File: config.mk
export PLATFORM = sky130hd
export DESIGN_NAME = aluRegFile
export DESIGN_NICKNAME = d
export VERILOG_FILES = /design/src/rtl/cr16IsaPkg.sv /design/src/rtl/cr16CtrlPkg.sv /design/src/rtl/regFile.sv /design/src/rtl/aluCore.sv /design/src/rtl/barrelShifter.sv /design/src/rtl/statusRegister.sv /design/src/rtl/aluRegFile.sv
export SDC_FILE = /design/constraint.sdc
export NUM_CORES = 1
export LEC_CHECK = 0
export ABC_AREA = 1
export BUFFER_PORTS_ARGS = -buffer_cell sky130_fd_sc_hd__buf_2
export CELL_PAD_IN_SITES_DETAIL_PLACEMENT = 0
export CELL_PAD_IN_SITES_GLOBAL_PLACEMENT = 1
export CORE_MARGIN = 1
export CORE_UTILIZATION = 42
export CTS_BUF_LIST = sky130_fd_sc_hd__clkbuf_16
export DETAILED_ROUTE_END_ITERATION = 7
export PLACE_DENSITY = 0.78
export SLEW_MARGIN = 20
export SYNTH_ARGS = -nofsm -noshare
export SYNTH_HDL_FRONTEND = slang
export SYNTH_SLANG_ARGS = --single-unit
File: constraint.sdc
create_clock -name clk -period 4.67 [get_ports clk]
set_input_delay 0.7005 -clock clk [delete_from_list [all_inputs] [get_ports clk]]
set_output_delay 0.7005 -clock clk [all_outputs]
set_load 0.005 [all_outputs]
File: src/rtl/cr16IsaPkg.sv
// Word width is fixed at 16 by the CR-16 encoding; flag layout matches the PSR low bits
package cr16IsaPkg;

	// Data path width
	parameter int dataWidth = 16;
	// Bits needed for a shift amount of 0 to 15
	parameter int shiftAmtWidth = $clog2(dataWidth);
	// PSR bits above the five condition flags
	parameter int reservedWidth = dataWidth - 5;

	typedef logic [dataWidth-1:0] word_t;

	// ALU operation encoding from the decoder
	typedef enum logic [2:0] {
		opAdd,
		opSub,
		opCmp,
		opAnd,
		opOr,
		opXor,
		opMov,
		// Low byte of source moved into high byte
		opMovHigh
	} aluOp_t;

	// Processor status word, flags in the low five bits
	typedef struct packed {
		logic [reservedWidth-1:0] reserved;
		logic negative;
		logic zero;
		// Signed overflow
		logic flag;
		logic low;
		logic carry;
	} psrFlags_t;

	// Shift control as carried in the source operand
	typedef struct packed {
		logic [dataWidth-shiftAmtWidth-3:0] unused;
		logic arithmetic;
		logic rightShift;
		logic [shiftAmtWidth-1:0] amount;
	} shiftCtrl_t;

	// Same word seen by the ALU as data and by the shifter as control
	typedef union packed {
		word_t data;
		shiftCtrl_t shift;
	} srcOperand_u;

endpackage

File: src/rtl/cr16CtrlPkg.sv
// Control word is driven by an external decoder every cycle; register count is fixed at 16
package cr16CtrlPkg;

	// Architectural register count
	parameter int regCount = 16;

	// Register index
	typedef logic [$clog2(regCount)-1:0] regAddr_t;

	// Execute stage control from the decoder
	typedef struct packed {
		// Destination operand taken from pc
		logic pcInstruction;
		// Source from register, else immediate
		logic rTypeInstruction;
		// Result from shifter, else ALU
		logic shiftInstruction;
		// Write result back to dstAddr
		logic regWrite;
		// Load ALU flags into the PSR
		logic flagSet;
		cr16IsaPkg::aluOp_t aluOp;
	} execCtrl_t;

endpackage

File: src/rtl/regFile.sv
// Reads are combinational with no write bypass; a write shows up on reads the next cycle
`timescale 1ns/1ps

module regFile
	import cr16IsaPkg::*;
	import cr16CtrlPkg::*;
(
	input  logic     clk,
	input  logic     reset,
	input  logic     regWrite,
	input  regAddr_t srcAddr,
	input  regAddr_t dstAddr,
	input  word_t    wrData,
	output word_t    srcValue,
	output word_t    dstValue
);

	// Register array
	word_t regs [regCount];

	// Single write port at the destination address
	always_ff @(posedge clk) begin
		if (!reset) begin
			// Clear every register
			for (int i = 0; i < regCount; i++) begin
				regs[i] <= '0;
			end
		end else if (regWrite) begin
			regs[dstAddr] <= wrData;
		end
	end

	// Source operand read
	assign srcValue = regs[srcAddr];
	// Destination operand read, also the write target
	assign dstValue = regs[dstAddr];

	// Write port must see a known address and data
	assertWriteKnown : assert property (
		@(posedge clk) disable iff (!reset)
		regWrite |-> !$isunknown({dstAddr, wrData})
	) else $error("regFile write with unknown address or data");

endmodule

File: src/rtl/aluCore.sv
// Purely combinational; carry holds the borrow on subtract and compare, reserved flags read zero
`timescale 1ns/1ps

module aluCore
	import cr16IsaPkg::*;
(
	input  word_t       dstOperand,
	input  srcOperand_u srcOperand,
	input  aluOp_t      aluOp,
	output word_t       aluResult,
	output psrFlags_t   aluFlags
);

	// Source seen as a plain data word
	word_t srcData;
	// Sum or difference with carry/borrow on top
	logic [dataWidth:0] arith;
	logic carryOut;
	logic overflow;

	assign srcData = srcOperand.data;

	// Result and arithmetic side flags
	always_comb begin
		arith     = '0;
		aluResult = '0;
		carryOut  = 1'b0;
		overflow  = 1'b0;
		unique case (aluOp)
			opAdd: begin
				arith     = {1'b0, dstOperand} + {1'b0, srcData};
				aluResult = arith[dataWidth-1:0];
				carryOut  = arith[dataWidth];
				// Same sign in, different sign out
				overflow  = (dstOperand[dataWidth-1] == srcData[dataWidth-1]) &&
					(aluResult[dataWidth-1] != dstOperand[dataWidth-1]);
			end
			opSub, opCmp: begin
				// Top bit is the borrow
				arith     = {1'b0, dstOperand} - {1'b0, srcData};
				aluResult = arith[dataWidth-1:0];
				carryOut  = arith[dataWidth];
				// Signs differ and result sign flips away from dst
				overflow  = (dstOperand[dataWidth-1] != srcData[dataWidth-1]) &&
					(aluResult[dataWidth-1] != dstOperand[dataWidth-1]);
			end
			opAnd:     aluResult = dstOperand & srcData;
			opOr:      aluResult = dstOperand | srcData;
			opXor:     aluResult = dstOperand ^ srcData;
			opMov:     aluResult = srcData;
			// low byte to high byte, low byte cleared
			opMovHigh: aluResult = {srcData[7:0], 8'h00};
			default:   aluResult = '0;
		endcase
	end

	// Flag word
	always_comb begin
		aluFlags          = '0;
		aluFlags.carry    = carryOut;
		aluFlags.flag     = overflow;
		// Unsigned compare for every operation
		aluFlags.low      = dstOperand < srcData;
		aluFlags.zero     = aluResult == '0;
		// Signed less-than on compare, result sign otherwise
		if (aluOp == opCmp) begin
			aluFlags.negative = $signed(dstOperand) < $signed(srcData);
		end else begin
			aluFlags.negative = aluResult[dataWidth-1];
		end
	end

	// Decoder must always present a valid operation
	always_comb begin
		assertOpKnown : assert (!$isunknown(aluOp))
			else $error("aluCore operation is unknown");
	end

endmodule

File: src/rtl/barrelShifter.sv
// Shift control comes from the low six bits of the source operand; amounts run 0 to 15
`timescale 1ns/1ps

module barrelShifter
	import cr16IsaPkg::*;
(
	input  word_t       shiftInput,
	input  srcOperand_u srcOperand,
	output word_t       shiftResult
);

	// Decoded shift control
	shiftCtrl_t shiftCtrl;
	logic fillBit;
	// Input with fill bits above for right shifts
	logic [2*dataWidth-1:0] extended;
	logic [2*dataWidth-1:0] rightShifted;

	assign shiftCtrl = srcOperand.shift;

	// Sign fill only on arithmetic right shifts
	assign fillBit      = shiftCtrl.arithmetic & shiftInput[dataWidth-1];
	assign extended     = {{dataWidth{fillBit}}, shiftInput};
	assign rightShifted = extended >> shiftCtrl.amount;

	// Direction select
	assign shiftResult = shiftCtrl.rightShift ? rightShifted[dataWidth-1:0]
		: shiftInput << shiftCtrl.amount;

	// Direction and amount must be known
	always_comb begin
		assertCtrlKnown : assert (!$isunknown({shiftCtrl.rightShift, shiftCtrl.amount}))
			else $error("barrelShifter control is unknown");
	end

endmodule

File: src/rtl/statusRegister.sv
// Flags update one cycle after the operation and only when flagSet is high
`timescale 1ns/1ps

module statusRegister
	import cr16IsaPkg::*;
(
	input  logic      clk,
	input  logic      reset,
	input  logic      flagSet,
	input  psrFlags_t aluFlags,
	output psrFlags_t outputFlags
);

	// Load on flagSet, hold otherwise
	always_ff @(posedge clk) begin
		if (!reset) begin
			outputFlags <= '0;
		end else if (flagSet) begin
			outputFlags <= aluFlags;
		end
	end

	// Reserved PSR bits never pick up a value from the ALU
	assertReservedZero : assert property (
		@(posedge clk) disable iff (!reset)
		outputFlags.reserved == '0
	) else $error("statusRegister reserved bits set");

endmodule

File: src/rtl/aluRegFile.sv
// One operation per clock from decoder controls; no handshake, no stall, no write bypass
`timescale 1ns/1ps

module aluRegFile
	import cr16IsaPkg::*;
	import cr16CtrlPkg::*;
(
	input  logic      clk,
	input  logic      reset,
	input  execCtrl_t ctrl,
	input  regAddr_t  srcAddr,
	input  regAddr_t  dstAddr,
	input  word_t     immd,
	input  word_t     pc,
	output word_t     resultData,
	output psrFlags_t outputFlags
);

	// Register read values
	word_t srcValue;
	word_t dstValue;
	// Operands after the pc and immediate muxes
	word_t dstOperand;
	srcOperand_u srcOperand;
	// Unit results
	word_t aluResult;
	word_t shiftResult;
	psrFlags_t aluFlags;

	// pc replaces the destination register for pc-relative ops
	assign dstOperand = ctrl.pcInstruction ? pc : dstValue;

	// Register source for R-type, immediate otherwise
	assign srcOperand.data = ctrl.rTypeInstruction ? srcValue : immd;

	// Result select, also the write-back data
	assign resultData = ctrl.shiftInstruction ? shiftResult : aluResult;

	regFile i_regFile (
		.clk      (clk),
		.reset    (reset),
		.regWrite (ctrl.regWrite),
		.srcAddr  (srcAddr),
		.dstAddr  (dstAddr),
		.wrData   (resultData),
		.srcValue (srcValue),
		.dstValue (dstValue)
	);

	aluCore i_aluCore (
		.dstOperand (dstOperand),
		.srcOperand (srcOperand),
		.aluOp      (ctrl.aluOp),
		.aluResult  (aluResult),
		.aluFlags   (aluFlags)
	);

	// Shifts the destination operand
	barrelShifter i_barrelShifter (
		.shiftInput  (dstOperand),
		.srcOperand  (srcOperand),
		.shiftResult (shiftResult)
	);

	statusRegister i_statusRegister (
		.clk         (clk),
		.reset       (reset),
		.flagSet     (ctrl.flagSet),
		.aluFlags    (aluFlags),
		.outputFlags (outputFlags)
	);

endmodule

* After elaboration in Yosys (flattened, before gate mapping) *
Memory sizes are Yosys's and may differ from the RTL's.
Cells that the tools add are included.

storage, ports and cells
  register bits after elaboration = 5
  bits in latches = 0
  bits in writable memories = 256
  ROM bits = 0
  output and inout bits = 32
  memories = 1

memories
  name            depth  bits a word  rd ports  clocked after memory_dff  write ports  RTL line       source
  i_regFile.regs  16     16           2         0                         16           regFile.sv:19  word_t regs [regCount];

cells by class
  add/sub/neg operators = 2
  multiply operators = 0
  divide/modulo/power cells = 0
  $lt $le $gt $ge = 2
  eq/ne operators = 11
  shift-type cells = 2
  muxes and demuxes = 15
  bitwise logic cells = 4
  reductions and logical operators = 6

operators with widths
  operator              number
  $pmux W16 S7          1
  $mux W16              5
  $lt A16 B16 Y1        2
  $shr A32 B4 Y16       1
  $add A16 B16 Y17      1
  $sub A16 B16 Y17      1
  $and A16 B16 Y16      1
  $logic_not A16 Y1     1
  $or A16 B16 Y16       1
  $reduce_or A16 Y1     1
  $shl A16 B4 Y16       1
  $xor A16 B16 Y16      1
  $eq A3 B3 Y1 const B  4
  $eq A3 B2 Y1 const B  2
  $mux W1               6
  $mux W4               1
  $pmux W1 S2           2
  $eq A3 B1 Y1 const B  1
  $logic_not A3 Y1      1
  $ne A1 B1 Y1          3
  $logic_and A1 B1 Y1   2
  $reduce_or A2 Y1      1
  $and A1 B1 Y1         1
  $eq A1 B1 Y1          1

* Logic depth before layout (Yosys ltp) *
Gate-level depths: netlist of the first run.
An unclocked memory read counts as a cell.

  word-level depth = 7
  gate-level depth with buffers = 31

* Hierarchy *
From an unflattened synthesis of the first run, not the netlist that was laid out.

second synthesis, totals
  cells, all modules = 3,257
  area, all modules = 20,986.4 sq um

by module, submodules not included
  module          instances  cells an instance  area an instance (sq um)
  regFile         1          2,153              15,102.0
  aluCore         1          574                3,138.0
  barrelShifter   1          273                1,377.6
  aluRegFile      1          156                694.4
  statusRegister  1          101                674.4

* Worst setup path after synthesis of the first run *
No wires, ideal clock.

  kind = input -> output
  from = input srcAddr[0]
  to = output resultData[15]
  data arrival time = 3.777 ns
  path slack = 0.192 ns
  cell stages on the path = 29
  path buffers = 7
  path through = buf_6 > inv_6 > buf_6 > buf_6 > buf_6 > buf_2 > nand2_1 > nand3_1 > nand3_1 > nand2_1 > nand2_1 > nand3_1 > o21ai_0 > ha_1 > clkbuf_1 > nor2_1 > inv_1 > nor3_1 > a21oi_1 > nand2_1 > inv_1 > nand2_1 > nand3_1 > nand2_1 > nor3_1 > nand2_1 > o21ai_4 > buf_6 > inv_2

on the way
  cells in the longest elaborated chain, start to end = 6
  elaborated cells on any way between the ends = 13
  classes of those cells = 2 x add/sub; 2 x shift; 4 x mux; 4 x bitwise; 1 x memory

ends and longest elaborated chain
  element                                                                   RTL line          source
  start, declared                                                           aluRegFile.sv:11  input regAddr_t srcAddr,
  $mem_v2 Z16 W16 (*)                                                       -
  $mux W16 (*)                                                              aluRegFile.sv:34  assign srcOperand.data = ctrl.rTypeInstruction ? srcValue : immd;
  parallel branches: the longest is 3 deep, another holds $sub A16 B16 Y17  -
  $mux W16 (*)                                                              aluRegFile.sv:37  assign resultData = ctrl.shiftInstruction ? shiftResult : aluResult;
  end, declared                                                             aluRegFile.sv:15  output word_t resultData,

Mark *: on every way between the ends.

* Worst setup path in the final report of the first run *
  from = input dstAddr[0]
  to = output resultData[15]

on the way
  cells in the longest elaborated chain, start to end = 6
  elaborated cells on any way between the ends = 13
  classes of those cells = 2 x add/sub; 2 x shift; 4 x mux; 4 x bitwise; 1 x memory

ends and longest elaborated chain
  element                                                                   RTL line          source
  start, declared                                                           aluRegFile.sv:12  input regAddr_t dstAddr,
  $mem_v2 Z16 W16 (*)                                                       -
  $mux W16 (*)                                                              aluRegFile.sv:31  assign dstOperand = ctrl.pcInstruction ? pc : dstValue;
  parallel branches: the longest is 3 deep, another holds $sub A16 B16 Y17  -
  $mux W16 (*)                                                              aluRegFile.sv:37

Marks and branches as above.

==> results.md, run 1 <==
- Die width: 218 microns
- Initial antenna violation count: 0
- Clock latency on the worst-skew pair: 0.57 ns
- CTS tree: built
- Status: complete, but fails checks
- DRC Markers: 0
- CP Max Fanout: 6
- Pre-CTS setup slack: -0.192 ns
- GPL Wtd Cong: 0.978
- Internal: 5.05 mW
- Fin crit share: 1.00
- 1st-iter DRT viols: 2697
- Max cap viols: 0
- Yosys warning total: 0
- Critical path class: in2out
- Post-synthesis sequential area ratio: 0.396
- Clock Path Buffers: 3
- Die Ht: 218 microns
- RSZ-0062 raised after global routing: true
- Seq pwr share: 0.349
- Routed WL: 81.8 mm
- Clock transition at path regs: 0.06 ns
- Setup crit end kind: primary output
- Skew final: 0.0109 ns
- H-Tree Depth: 1
- PortBufs: 70
- Routed len/inst: 21.9 microns
- Post-synth EDFFs: 256
- Initial Utilization: 0.429
- Clk pwr share: 0.296
- Finish-stage setup viols: 1
- Die area: 47700 sq um
- Largest net degree at the start of global routing: 36
- Multi-input gate area: 11000 sq um
- Worst slew margin: 0.310
- Syn_area_per_cell: 6.95 sq um
- Setup ws final: -0.0151 ns
- Reg-to-reg endpoint: i_regFile.regs[15][15]
- Sequential Area: 7790 sq um
- Antenna viol nets, final: 0
- Yosys reg bits: 261
- Core Box Area: 45800 sq um
- Async SR Flop Fraction: 0
- Dpl hpwl: 57.5 mm
- Top_reg_cell synth: edfxtp_1
- Antenna cells: 0
- Vias in the first global route: 19529
- Tightest Pin Transition: 1.03 ns
- Core Rows: 78
- Hold Slack: 0.453 ns
- FMAX: 0.213 GHz
- Worst reg-to-reg setup slack: 0.90 ns
- FILL cells: 4380
- P_leak: 11.5 nW
- First-pass iteration count of the detailed router: 6
- Min Tclk post-route: 4.69 ns
- Final Max Tran Viols: 0
- GRT overflow: 0
- Hold Crit Start: ctrl[3]
- Failing checks: setup timing
- Hold Path Stages: 3
- Data arrival, critical path: 3.98 ns
- Worst Path Required: 3.97 ns
- Hold/Removal Path Class: in2reg
- Layout cell share with drive strength beyond 1: 0.241
- First-pass GRT wire length: 117 mm
- Crit path launch type: primary input
- WHS Endpoint: i_statusRegister.outputFlags[2]
- Netlist cell types: 46
- Nets: 3223
- Hold Buf Count CTS: 0
- Worst Reg-to-Reg Cells: 26
- Comb power frac: 0.355
- PD cells: 312 nW/um^2
- VDD IR max: 0.271 mV
- P_sw: 2.73 mW
- Worst reg2reg startpoint: i_regFile.regs[7][4]
- Vias: 21058
- CTS Buf Count: 29
- Total track usage: 0.330
- CTS root buf: clkbuf_16
- Cells after synthesis: 2828
- Clock sink count: 261
- Sw frac: 0.351
- Endpoints failing hold: 0
- # IOs: 82
- DR vias/cell: 5.62
- Synthesized cell area: 19700 sq um
- Area Growth Syn to Fin: 27.0%
## power groups by stage
| stage | Sequential [mW] | Clock [mW] | Combinational, mW |
|---|---|---|---|
| 2_1_floorplan | 2.75 | 0 | 1.34 |
| 3_5_place_dp | 2.76 | 0 | 2.36 |
| 4_1_cts | 2.71 | 2.31 | 2.44 |
| 5_1_grt | 2.72 | 2.40 | 2.93 |
| 6_report | 2.71 | 2.30 | 2.76 |
| 3_3_place_gp | 2.76 | 0 | 2.36 |
## Yosys cell counts (6+ instances only)
master       n  area (sq um)
nand2_1   1145          4300
nand3_1    420          2100
nor2_1     338          1270
edfxtp_1   256          7690
inv_1      109           409
a21oi_1     71           355
buf_2       62           310
ha_1        49           613
clkbuf_1    47           176
nor2_2      44           275
buf_6       37           417
o21ai_0     36           180
buf_4       32           240
nand2_2     27           169
nand4_1     20           125
inv_2       14          52.6
nor3_1      13          65.1
o21ai_1     12          60.1
or2_2       12          75.1
o211ai_1    10          75.1
nand3_2      9          90.1
nand2_4      8          90.1
a221oi_1     6          52.6
buf_1        6          22.5
## flip-flops by register name (all words and copies together), names as in the netlist
register / flops
i_regFile.regs: 256
i_statusRegister.outputFlags: 5
## layout by cell type, fill, tap and decap left out, types with 11 or more instances in the layout
cell type and n:
clkinv_1 11, nand3_1 400, buf_2 67, a21oi_1 53, buf_6 17, nand4_1 20
a21oi_2 14, clkbuf_16 38, nand3_2 26, nand2_4 18, nand2_2 50, inv_1 94
o21ai_1 20, nor2_4 22, buf_4 300, edfxtp_1 256, ha_1 32, nand2_1 1112
or2_2 12, nor2_1 305, buf_12 33, ha_4 12, o21ai_0 21, inv_2 28
nor2_2 59, conb_1 11
## worst max-delay path, stage by stage
cell and delay, ns:
buf_12 0.12, buf_12 0.14, nor2_4 0.22, buf_12 0.19, buf_4 0.12, nand2_1 0.04
nand3_1 0.08, nand2_1 0.08, nand3_2 0.09, nor2_4 0.05, nor2_4 0.13, inv_2 0.05
ha_4 0.27, inv_1 0.06, a21oi_2 0.20, o21ai_2 0.12, a21oi_4 0.18, nand2_4 0.08
inv_2 0.06, nand2_1 0.06, nand3_2 0.08, nand2_2 0.07, nor3_4 0.20, nand2_4 0.11
o21ai_4 0.29, inv_2 0.04, buf_2 0.12
## final cells by class
cell class                      count  share of cell area
Inverter                          127              0.0211
Sequential cell                   261               0.312
Timing Repair Buffer              437               0.157
Tap cell                          600              0.0301
Clock buffer                       29              0.0291
Multi-Input combinational cell   2266               0.442
Clock inverter                     24             0.00842
## per-layer routing
layer	share of wire	wire length [microns]	up-vias	global-route usage
met5	0	0	-	0
met4	0.040	3310	0	0.122
li1	-	-	9796	-
met1	0.42	34200	9991	0.461
met2	0.45	36700	1115	0.524
met3	0.094	7720	156	0.0342
## how the worst max path moves through the flow
stage / depth (start not counted) / from / slack [ns] / to
after CTS: 27 / dstAddr[0] / -0.08 / resultData[15]
after detailed placement: 24 / srcAddr[0] / -0.19 / resultData[15]
after global placement: 24 / srcAddr[0] / -0.19 / resultData[10]
after global routing: 27 / dstAddr[0] / -0.07 / resultData[15]
final: 27 / dstAddr[0] / -0.02 / resultData[15]
after floorplan: 29 / srcAddr[0] / 0.19 / resultData[15]
## cells by family (layout without fill, tap and decap cells)
family                   after synthesis  count (layout)  share of synthesized area
AND/OR/NAND/NOR                     2048            2048                      0.441
buffers and inverters                311             617                     0.0840
flip-flops                           261             261                      0.396
AO/OA/AOI/OAI                        154             154                     0.0442
adder cells (fa/ha/maj)               51              51                     0.0332
XOR/XNOR                               2               2                   0.000891
other                                  1              11                   0.000191
## stage by stage
step	area, sq um	setup TNS (ns)	std cells	power, mW	util
6_report	25000	-0.0151	3744	7.78	0.545
5_1_grt	25000	-0.253	3744	8.06	0.545
4_1_cts	23800	-0.128	3710	7.47	0.519
3_5_place_dp	22500	-1.65	3650	5.13	0.491
3_3_place_gp	22500	-1.17	3650	5.12	0.491
2_1_floorplan	19700	0	2838	4.08	-
## timing repair
action / in CTS / in global routing
cloned: 4 / 9
buffers inserted: 3 / 28
endpoints found under the setup margin: 12 / 13
gates resized for setup: 52 / 216
pin swaps: 8 / 71
Note: power is estimated with default switching activity, not from simulation.
==> run 2: changes to the inputs <==
MAX_ROUTING_LAYER = met4   (was unset)
==> run 2 against run 1 <==
  * The flow still finishes with violations (setup timing)
  * Design area rose by 0.20%
  * First-iteration DRC count decreased by 9.1%
  * Count of clock-buffer cells in the layout rose by 2
  * Clock power rose by 8%
  * Non-clock buffer count up 11
  * Combinational power down 2%
  * Fmax up 0.11%
  * Sequential power about the same
  * Register-to-register slack improved by 0.05 ns
  * Critical path depth stayed put
  * Sequential share of layout area decreased by 0.062 points
  * Cell count up 0.29%
==> results.md, run 2 (synthesized netlist as in run 1, its figures left out) <==
- Status: complete, but fails checks
- Failing checks: setup timing
- Worst slew margin: 0.304 (-0.00612)
- Hold Buf Count CTS: 0 (unchanged)
- Initial antenna violation count: 0 (unchanged)
- Routed WL: 81.0 mm (-1.0%)
- Clock transition at path regs: 0.06 ns (about the same)
- Fin crit share: 1.00 (-0.00107)
- Core Box Area: 45800 sq um (unchanged)
- Antenna cells: 0 (unchanged)
- Antenna viol nets, final: 0 (unchanged)
- Hold/Removal Path Class: in2reg
- FILL cells: 4372 (-0.18%)
- Largest net degree at the start of global routing: 49 (+36%)
- Setup crit end kind: primary output
- Critical path class: in2out
- Vias: 21095 (+0.18%)
- First-pass iteration count of the detailed router: 7 (+1)
- Slowest library cell on the worst path: ha_1
- Die width: 218 microns (unchanged)
- RSZ-0062 raised after global routing: true
- Initial Utilization: 0.429 (unchanged)
- Die Ht: 218 microns (unchanged)
- # IOs: 82 (unchanged)
- Most common cell on crit path: nand2_1
- Sequential Area: 7790 sq um (unchanged)
- Worst Path Required: 3.97 ns (about the same)
- Crit path launch type: primary input
- H-Tree Depth: 1 (unchanged)
- CTS Buf Count: 30 (+3.4%)
- Multi-input gate area: 10900 sq um (-1.3%)
- Max cap viols: 0 (unchanged)
- Hold Slack: 0.440 ns (-0.0130 ns)
- Finish-stage setup viols: 1 (unchanged)
- P_leak: 11.6 nW (+1.2%)
- Setup ws final: -0.0101 ns (+0.00502 ns)
- Dpl hpwl: 59.3 mm (+3.3%)
- Most frequent cells in the layout: nand2_1, nand3_1, buf_4, nor2_1, edfxtp_1
- Clock latency on the worst-skew pair: 0.57 ns (about the same)
- CTS root buf: clkbuf_16
- Clock Path Buffers: 3 (unchanged)
- Min Tclk post-route: 4.68 ns (-0.00502 ns)
- Nets: 3235 (+0.37%)
- Worst reg-to-reg setup slack: 0.95 ns (+0.05 ns)
- Endpoints failing hold: 0 (unchanged)
- Skew final: 0.0105 ns (-0.000435 ns)
- PortBufs: 70 (unchanged)
- First-pass GRT wire length: 119 mm (+1.4%)
- Util after Layout: 0.546 (+0.00109)
- Tightest Pin Transition: 1.04 ns (+0.0100 ns)
- Final Max Tran Viols: 0 (unchanged)
- PD cells: 316 nW/um^2 (+1.5%)
- Most common cell after layout, fill and taps aside: nand2_1
- GPL Wtd Cong: 0.998 (+2.1%)
- CTS tree: built
- Slowest stage delay, CP: 0.31 ns (+0.02 ns)
- Core Rows: 78 (unchanged)
- GRT overflow: 0 (unchanged)
- Vias in the first global route: 19774 (+1.3%)
- 1st-iter DRT viols: 2451 (-9.1%)
- FMAX: 0.214 GHz (+0.11%)
- CP Max Fanout: 15 (+9)
- Layout cell share with drive strength beyond 1: 0.236 (-0.00496)
- Data arrival, critical path: 3.98 ns (about the same)
- Clock sink count: 261 (unchanged)
- Routed len/inst: 21.6 microns (-1.3%)
- Area Growth Syn to Fin: 27.2%
- Die area: 47700 sq um (unchanged)
- TNS Setup: -0.0101 ns (+0.00502 ns)
- Largest registers: i_regFile.regs x256, i_statusRegister.outputFlags x5
- Max reg flops: 256 (unchanged)
- DRC Markers: 0 (unchanged)
- Most flops, register: i_regFile.regs
- Total track usage: 0.342 (+0.0129)
- DR vias/cell: 5.62 (-0.12%)
- VDD IR max: 0.275 mV (+1.4%)
## run 2: cell count changes in the layout (fill, tap and decap cells not counted), sizes merged
| cell | delta |
|---|---|
| bufbuf | +4 |
| inv | +5 |
| clkinvlp | -2 |
| clkinv | -7 |
| clkbuf | -2 |
| bufinv | +2 |
| buf | +11 |
## run 2: routing by layer
| metal | part of all wire | vias to the layer above | track usage |
|---|---|---|---|
| met5 | 0 | - | - |
| met4 | 0.044 | 0 | 0.133 |
| met3 | 0.081 | 181 | 0.0334 |
| met2 | 0.45 | 1049 | 0.524 |
| met1 | 0.43 | 10064 | 0.466 |
| li1 | - | 9801 | - |
## run 2: power breakdown
part | internal, mW | switching, mW | total (mW)
Sequential | 2.67 | 0.0498 | 2.72
Combinational | 1.03 | 1.68 | 2.71
Clock | 1.52 | 0.969 | 2.49
## run 2: per-stage QoR
step / total power, mW / worst slack [ns] / instance area, sq um / std cells
2_1_floorplan: 4.08 / 0.192 / 19700 / 2838
3_3_place_gp: 5.15 / -0.385 / 22700 / 3671
3_5_place_dp: 5.16 / -0.358 / 22700 / 3671
4_1_cts: 7.71 / -0.0412 / 24200 / 3732
5_1_grt: 8.22 / -0.133 / 25000 / 3755
6_report: 7.91 / -0.0101 / 25000 / 3755
## run 2: worst paths after layout
| path | depth (start not counted) | start | end |
|---|---|---|---|
| worst max-delay path | 27 | dstAddr[0] | resultData[15] |
| worst min-delay path | 3 | ctrl[3] | i_statusRegister.outputFlags[0] |
| worst max register to register | 24 | i_regFile.regs[5][5] | i_regFile.regs[0][15] |
| worst min register to register | 2 | i_statusRegister.outputFlags[3] | i_statusRegister.outputFlags[3] |
## run 2: critical path: cells and delay by family
kind | cells | cell delay [ns]
AO/OA/AOI/OAI | 1 | 0.27
adder cells (fa/ha/maj) | 1 | 0.31
buffers and inverters | 8 | 0.89
AND/OR/NAND/NOR | 17 | 1.79
## run 2: layout make-up
type                    instances  area share
clock buffers                  31      0.0310
clock inverters                22      0.0102
inverters                     127      0.0209
multi-input cells            2266       0.436
flip-flops and latches        261       0.311
well taps                     600      0.0300
repair buffers                448       0.161
## run 2: timing repair
item                                    4_1_cts  5_1_grt
cloned                                        4        5
endpoints found under the setup margin       13       13
endpoints found under the hold margin         0        0
setup buffers                                 4       19
gates resized for setup                      86      140
pin swaps                                    17       46
==> run 3: changes to the inputs <==
CELL_PAD_IN_SITES_DETAIL_PLACEMENT = 1   (was 0)
CELL_PAD_IN_SITES_GLOBAL_PLACEMENT = 2   (was 1)
CORE_UTILIZATION = 33   (was 42)
==> run 3 against run 2 <==
  * The flow now finishes without violations
  * Cell count is 5.1% higher
  * Die area is 27% higher
  * Global-route usage is 2.1 points lower
  * Critical path type unchanged
==> results.md, run 3 (synthesized netlist as in run 1, its figures left out) <==
- Clock Path Buffers: 3 (unchanged)
- RSZ-0062 raised after global routing: true
- PD cells: 323 nW/um^2 (+2.2%)
- CP Max Fanout: 7 (-8)
- Slowest stage delay, CP: 0.30 ns (about the same)
- Skew final: 0.0245 ns (+0.0140 ns)
- H-Tree Depth: 2 (+1)
- Internal: 5.50 mW (+5.4%)
- Most flops, register: i_regFile.regs
- Clock latency on the worst-skew pair: 0.53 ns (-0.04 ns)
- Setup crit end kind: primary output
- Dpl hpwl: 67.5 mm (+14%)
- CP top delay family: simple AND/OR/NAND/NOR gates
- P_sw: 3.03 mW (+12%)
- Area Growth Syn to Fin: 34.1%
- CTS tree: built
- Max reg flops: 256 (unchanged)
- First-pass GRT wire length: 140 mm (+17%)
- Most frequent cells in the layout: nand2_1, nand3_1, nor2_1, buf_4, edfxtp_1
- Status: finished, final reports clean
- DR vias/cell: 5.49 (-2.2%)
- Final Max Tran Viols: 0 (unchanged)
- Endpoints failing hold: 0 (unchanged)
- FMAX: 0.214 GHz (+0.31%)
- Core Box Area: 58900 sq um (+29%)
- Max cap viols: 0 (unchanged)
- Hold/Removal Path Class: reg2reg
- Slowest library cell on the worst path: ha_4
- Util after Layout: 0.447 (-0.0989)
- Die width: 246 microns (+13%)
- Vias in the first global route: 21818 (+10%)
- Critical path depth: 28 (+3.7%)
- Pre-CTS setup slack: -0.451 ns (-0.0935 ns)
- P_leak: 12.0 nW (+3.1%)
- Buffers plus inverters on the worst setup path: 10 (+2)
- Worst slew margin: 0.244 (-0.0592)
- Routed len/inst: 24.7 microns (+15%)
- Largest net degree at the start of global routing: 43 (-12%)
- PortBufs: 70 (unchanged)
- First-pass iteration count of the detailed router: 5 (-2)
- Critical path class: in2out
- Clock transition at path regs: 0.05 ns (about the same)
- Fin crit share: 0.999 (-0.00308)
- Crit path launch type: primary input
- Core Rows: 89 (+14%)
- Routed WL: 97.7 mm (+21%)
- Worst Path Required: 3.97 ns (about the same)
- Clock sink count: 261 (unchanged)
- Multi-input gate area: 11500 sq um (+5.8%)
- Seq pwr share: 0.319 (-0.024)
- Data arrival, critical path: 3.97 ns (about the same)
- FILL cells: 7195 (+65%)
- Worst Reg-to-Reg Cells: 25 (+4.2%)
- Setup ws final: 0.00429 ns (+0.0144 ns)
- Antenna viol nets, final: 0 (unchanged)
- Die Ht: 246 microns (+13%)
- Min Tclk post-route: 4.67 ns (-0.0144 ns)
- Largest registers: i_regFile.regs x256, i_statusRegister.outputFlags x5
- Initial Utilization: 0.334 (-0.0958)
- VDD IR max: 0.244 mV (-11%)
- 1st-iter DRT viols: 2069 (-16%)
- Total track usage: 0.321 (-0.0215)
- Comb power frac: 0.355 (+0.013)
- Die area: 60500 sq um (+27%)
- Antenna cells: 0 (unchanged)
- GRT overflow: 0 (unchanged)
- Finish-stage setup viols: 0 (-1)
- Hold Slack: 0.471 ns (+0.0318 ns)
- Vias: 21682 (+2.8%)
- Tightest Pin Transition: 1.13 ns (+0.0885 ns)
- Initial antenna violation count: 0 (unchanged)
- Most common cell after layout, fill and taps aside: nand2_1
- GPL Wtd Cong: 0.978 (-2.0%)
- Clk pwr share: 0.325 (+0.010)
- Layout cell share with drive strength beyond 1: 0.282 (+0.0455)
- Nets: 3251 (+0.49%)
- DRC Markers: 0 (unchanged)
- CTS root buf: clkbuf_16
- Sequential Area: 7790 sq um (unchanged)
- # IOs: 82 (unchanged)
- Hold Path Stages: 2 (-1)
- CTS Buf Count: 34 (+13%)
- Sw frac: 0.355 (+0.0142)
run 3: cell count changes in the layout (fill, tap and decap cells not counted), sizes merged:
| cell | previous run | this run |
|---|---|---|
| buf | 439 | 453 |
| bufbuf | 4 | 3 |
| clkinvlp | 0 | 3 |
| bufinv | 6 | 5 |
| inv | 132 | 133 |
| clkbuf | 36 | 41 |
| clkinv | 11 | 9 |
run 3: area by class of cell:
class                           count  area share
Inverter                          127      0.0204
Multi-Input combinational cell   2266       0.438
Clock inverter                     23     0.00888
Timing Repair Buffer              460       0.166
Tap cell                          773      0.0367
Sequential cell                   261       0.295
Clock buffer                       37      0.0351
run 3: metrics by stage:
stage | setup TNS [ns] | instance area [sq um] | instances | total power, mW
after floorplan | 0 | 19700 | 2838 | 4.08
after global placement | -6.86 | 22700 | 3816 | 5.20
after detailed placement | -10.02 | 22700 | 3816 | 5.23
after CTS | -0.0756 | 25000 | 3908 | 8.18
after global routing | -0.452 | 26400 | 3947 | 8.80
final | 0 | 26400 | 3947 | 8.52
run 3: repair_timing:
item                       in CTS  in global routing
setup buffers                  20                 39
hold buffers                    0                  0
resized for setup             137                288
pin swaps                      30                123
setup endpoints to repair      12                 12
gates cloned                   12                  4
run 3: tightest hold or removal path, delay by kind of cell (launching register included):
family           cells  cell delay (ns)
AND/OR/NAND/NOR      1             0.06
AO/OA/AOI/OAI        1             0.06
flip-flops           1             0.31
run 3: per-layer routing:
metal	share of wire	GRT usage	wire length (microns)
met1	0.44	0.421	42600
met2	0.46	0.511	45300
met3	0.057	0.0303	5590
met4	0.042	0.120	4150
met5	0	-	0
run 3: worst paths after layout:
check	slack, ns	from	to
setup / recovery	0.004	dstAddr[0]	resultData[15]
hold / removal	0.47	i_statusRegister.outputFlags[1]	i_statusRegister.outputFlags[1]
setup reg to reg	0.99	i_regFile.regs[8][3]	i_regFile.regs[6][15]
hold reg to reg	0.47	i_statusRegister.outputFlags[1]	i_statusRegister.outputFlags[1]
run 3: power by group through the flow:
stage / Sequential [mW] / Combinational, mW / Clock [mW]
5_1_grt: 2.73 / 3.19 / 2.88
3_5_place_dp: 2.77 / 2.47 / 0
6_report: 2.72 / 3.03 / 2.77
4_1_cts: 2.72 / 2.67 / 2.79
2_1_floorplan: 2.75 / 1.34 / 0
3_3_place_gp: 2.76 / 2.43 / 0
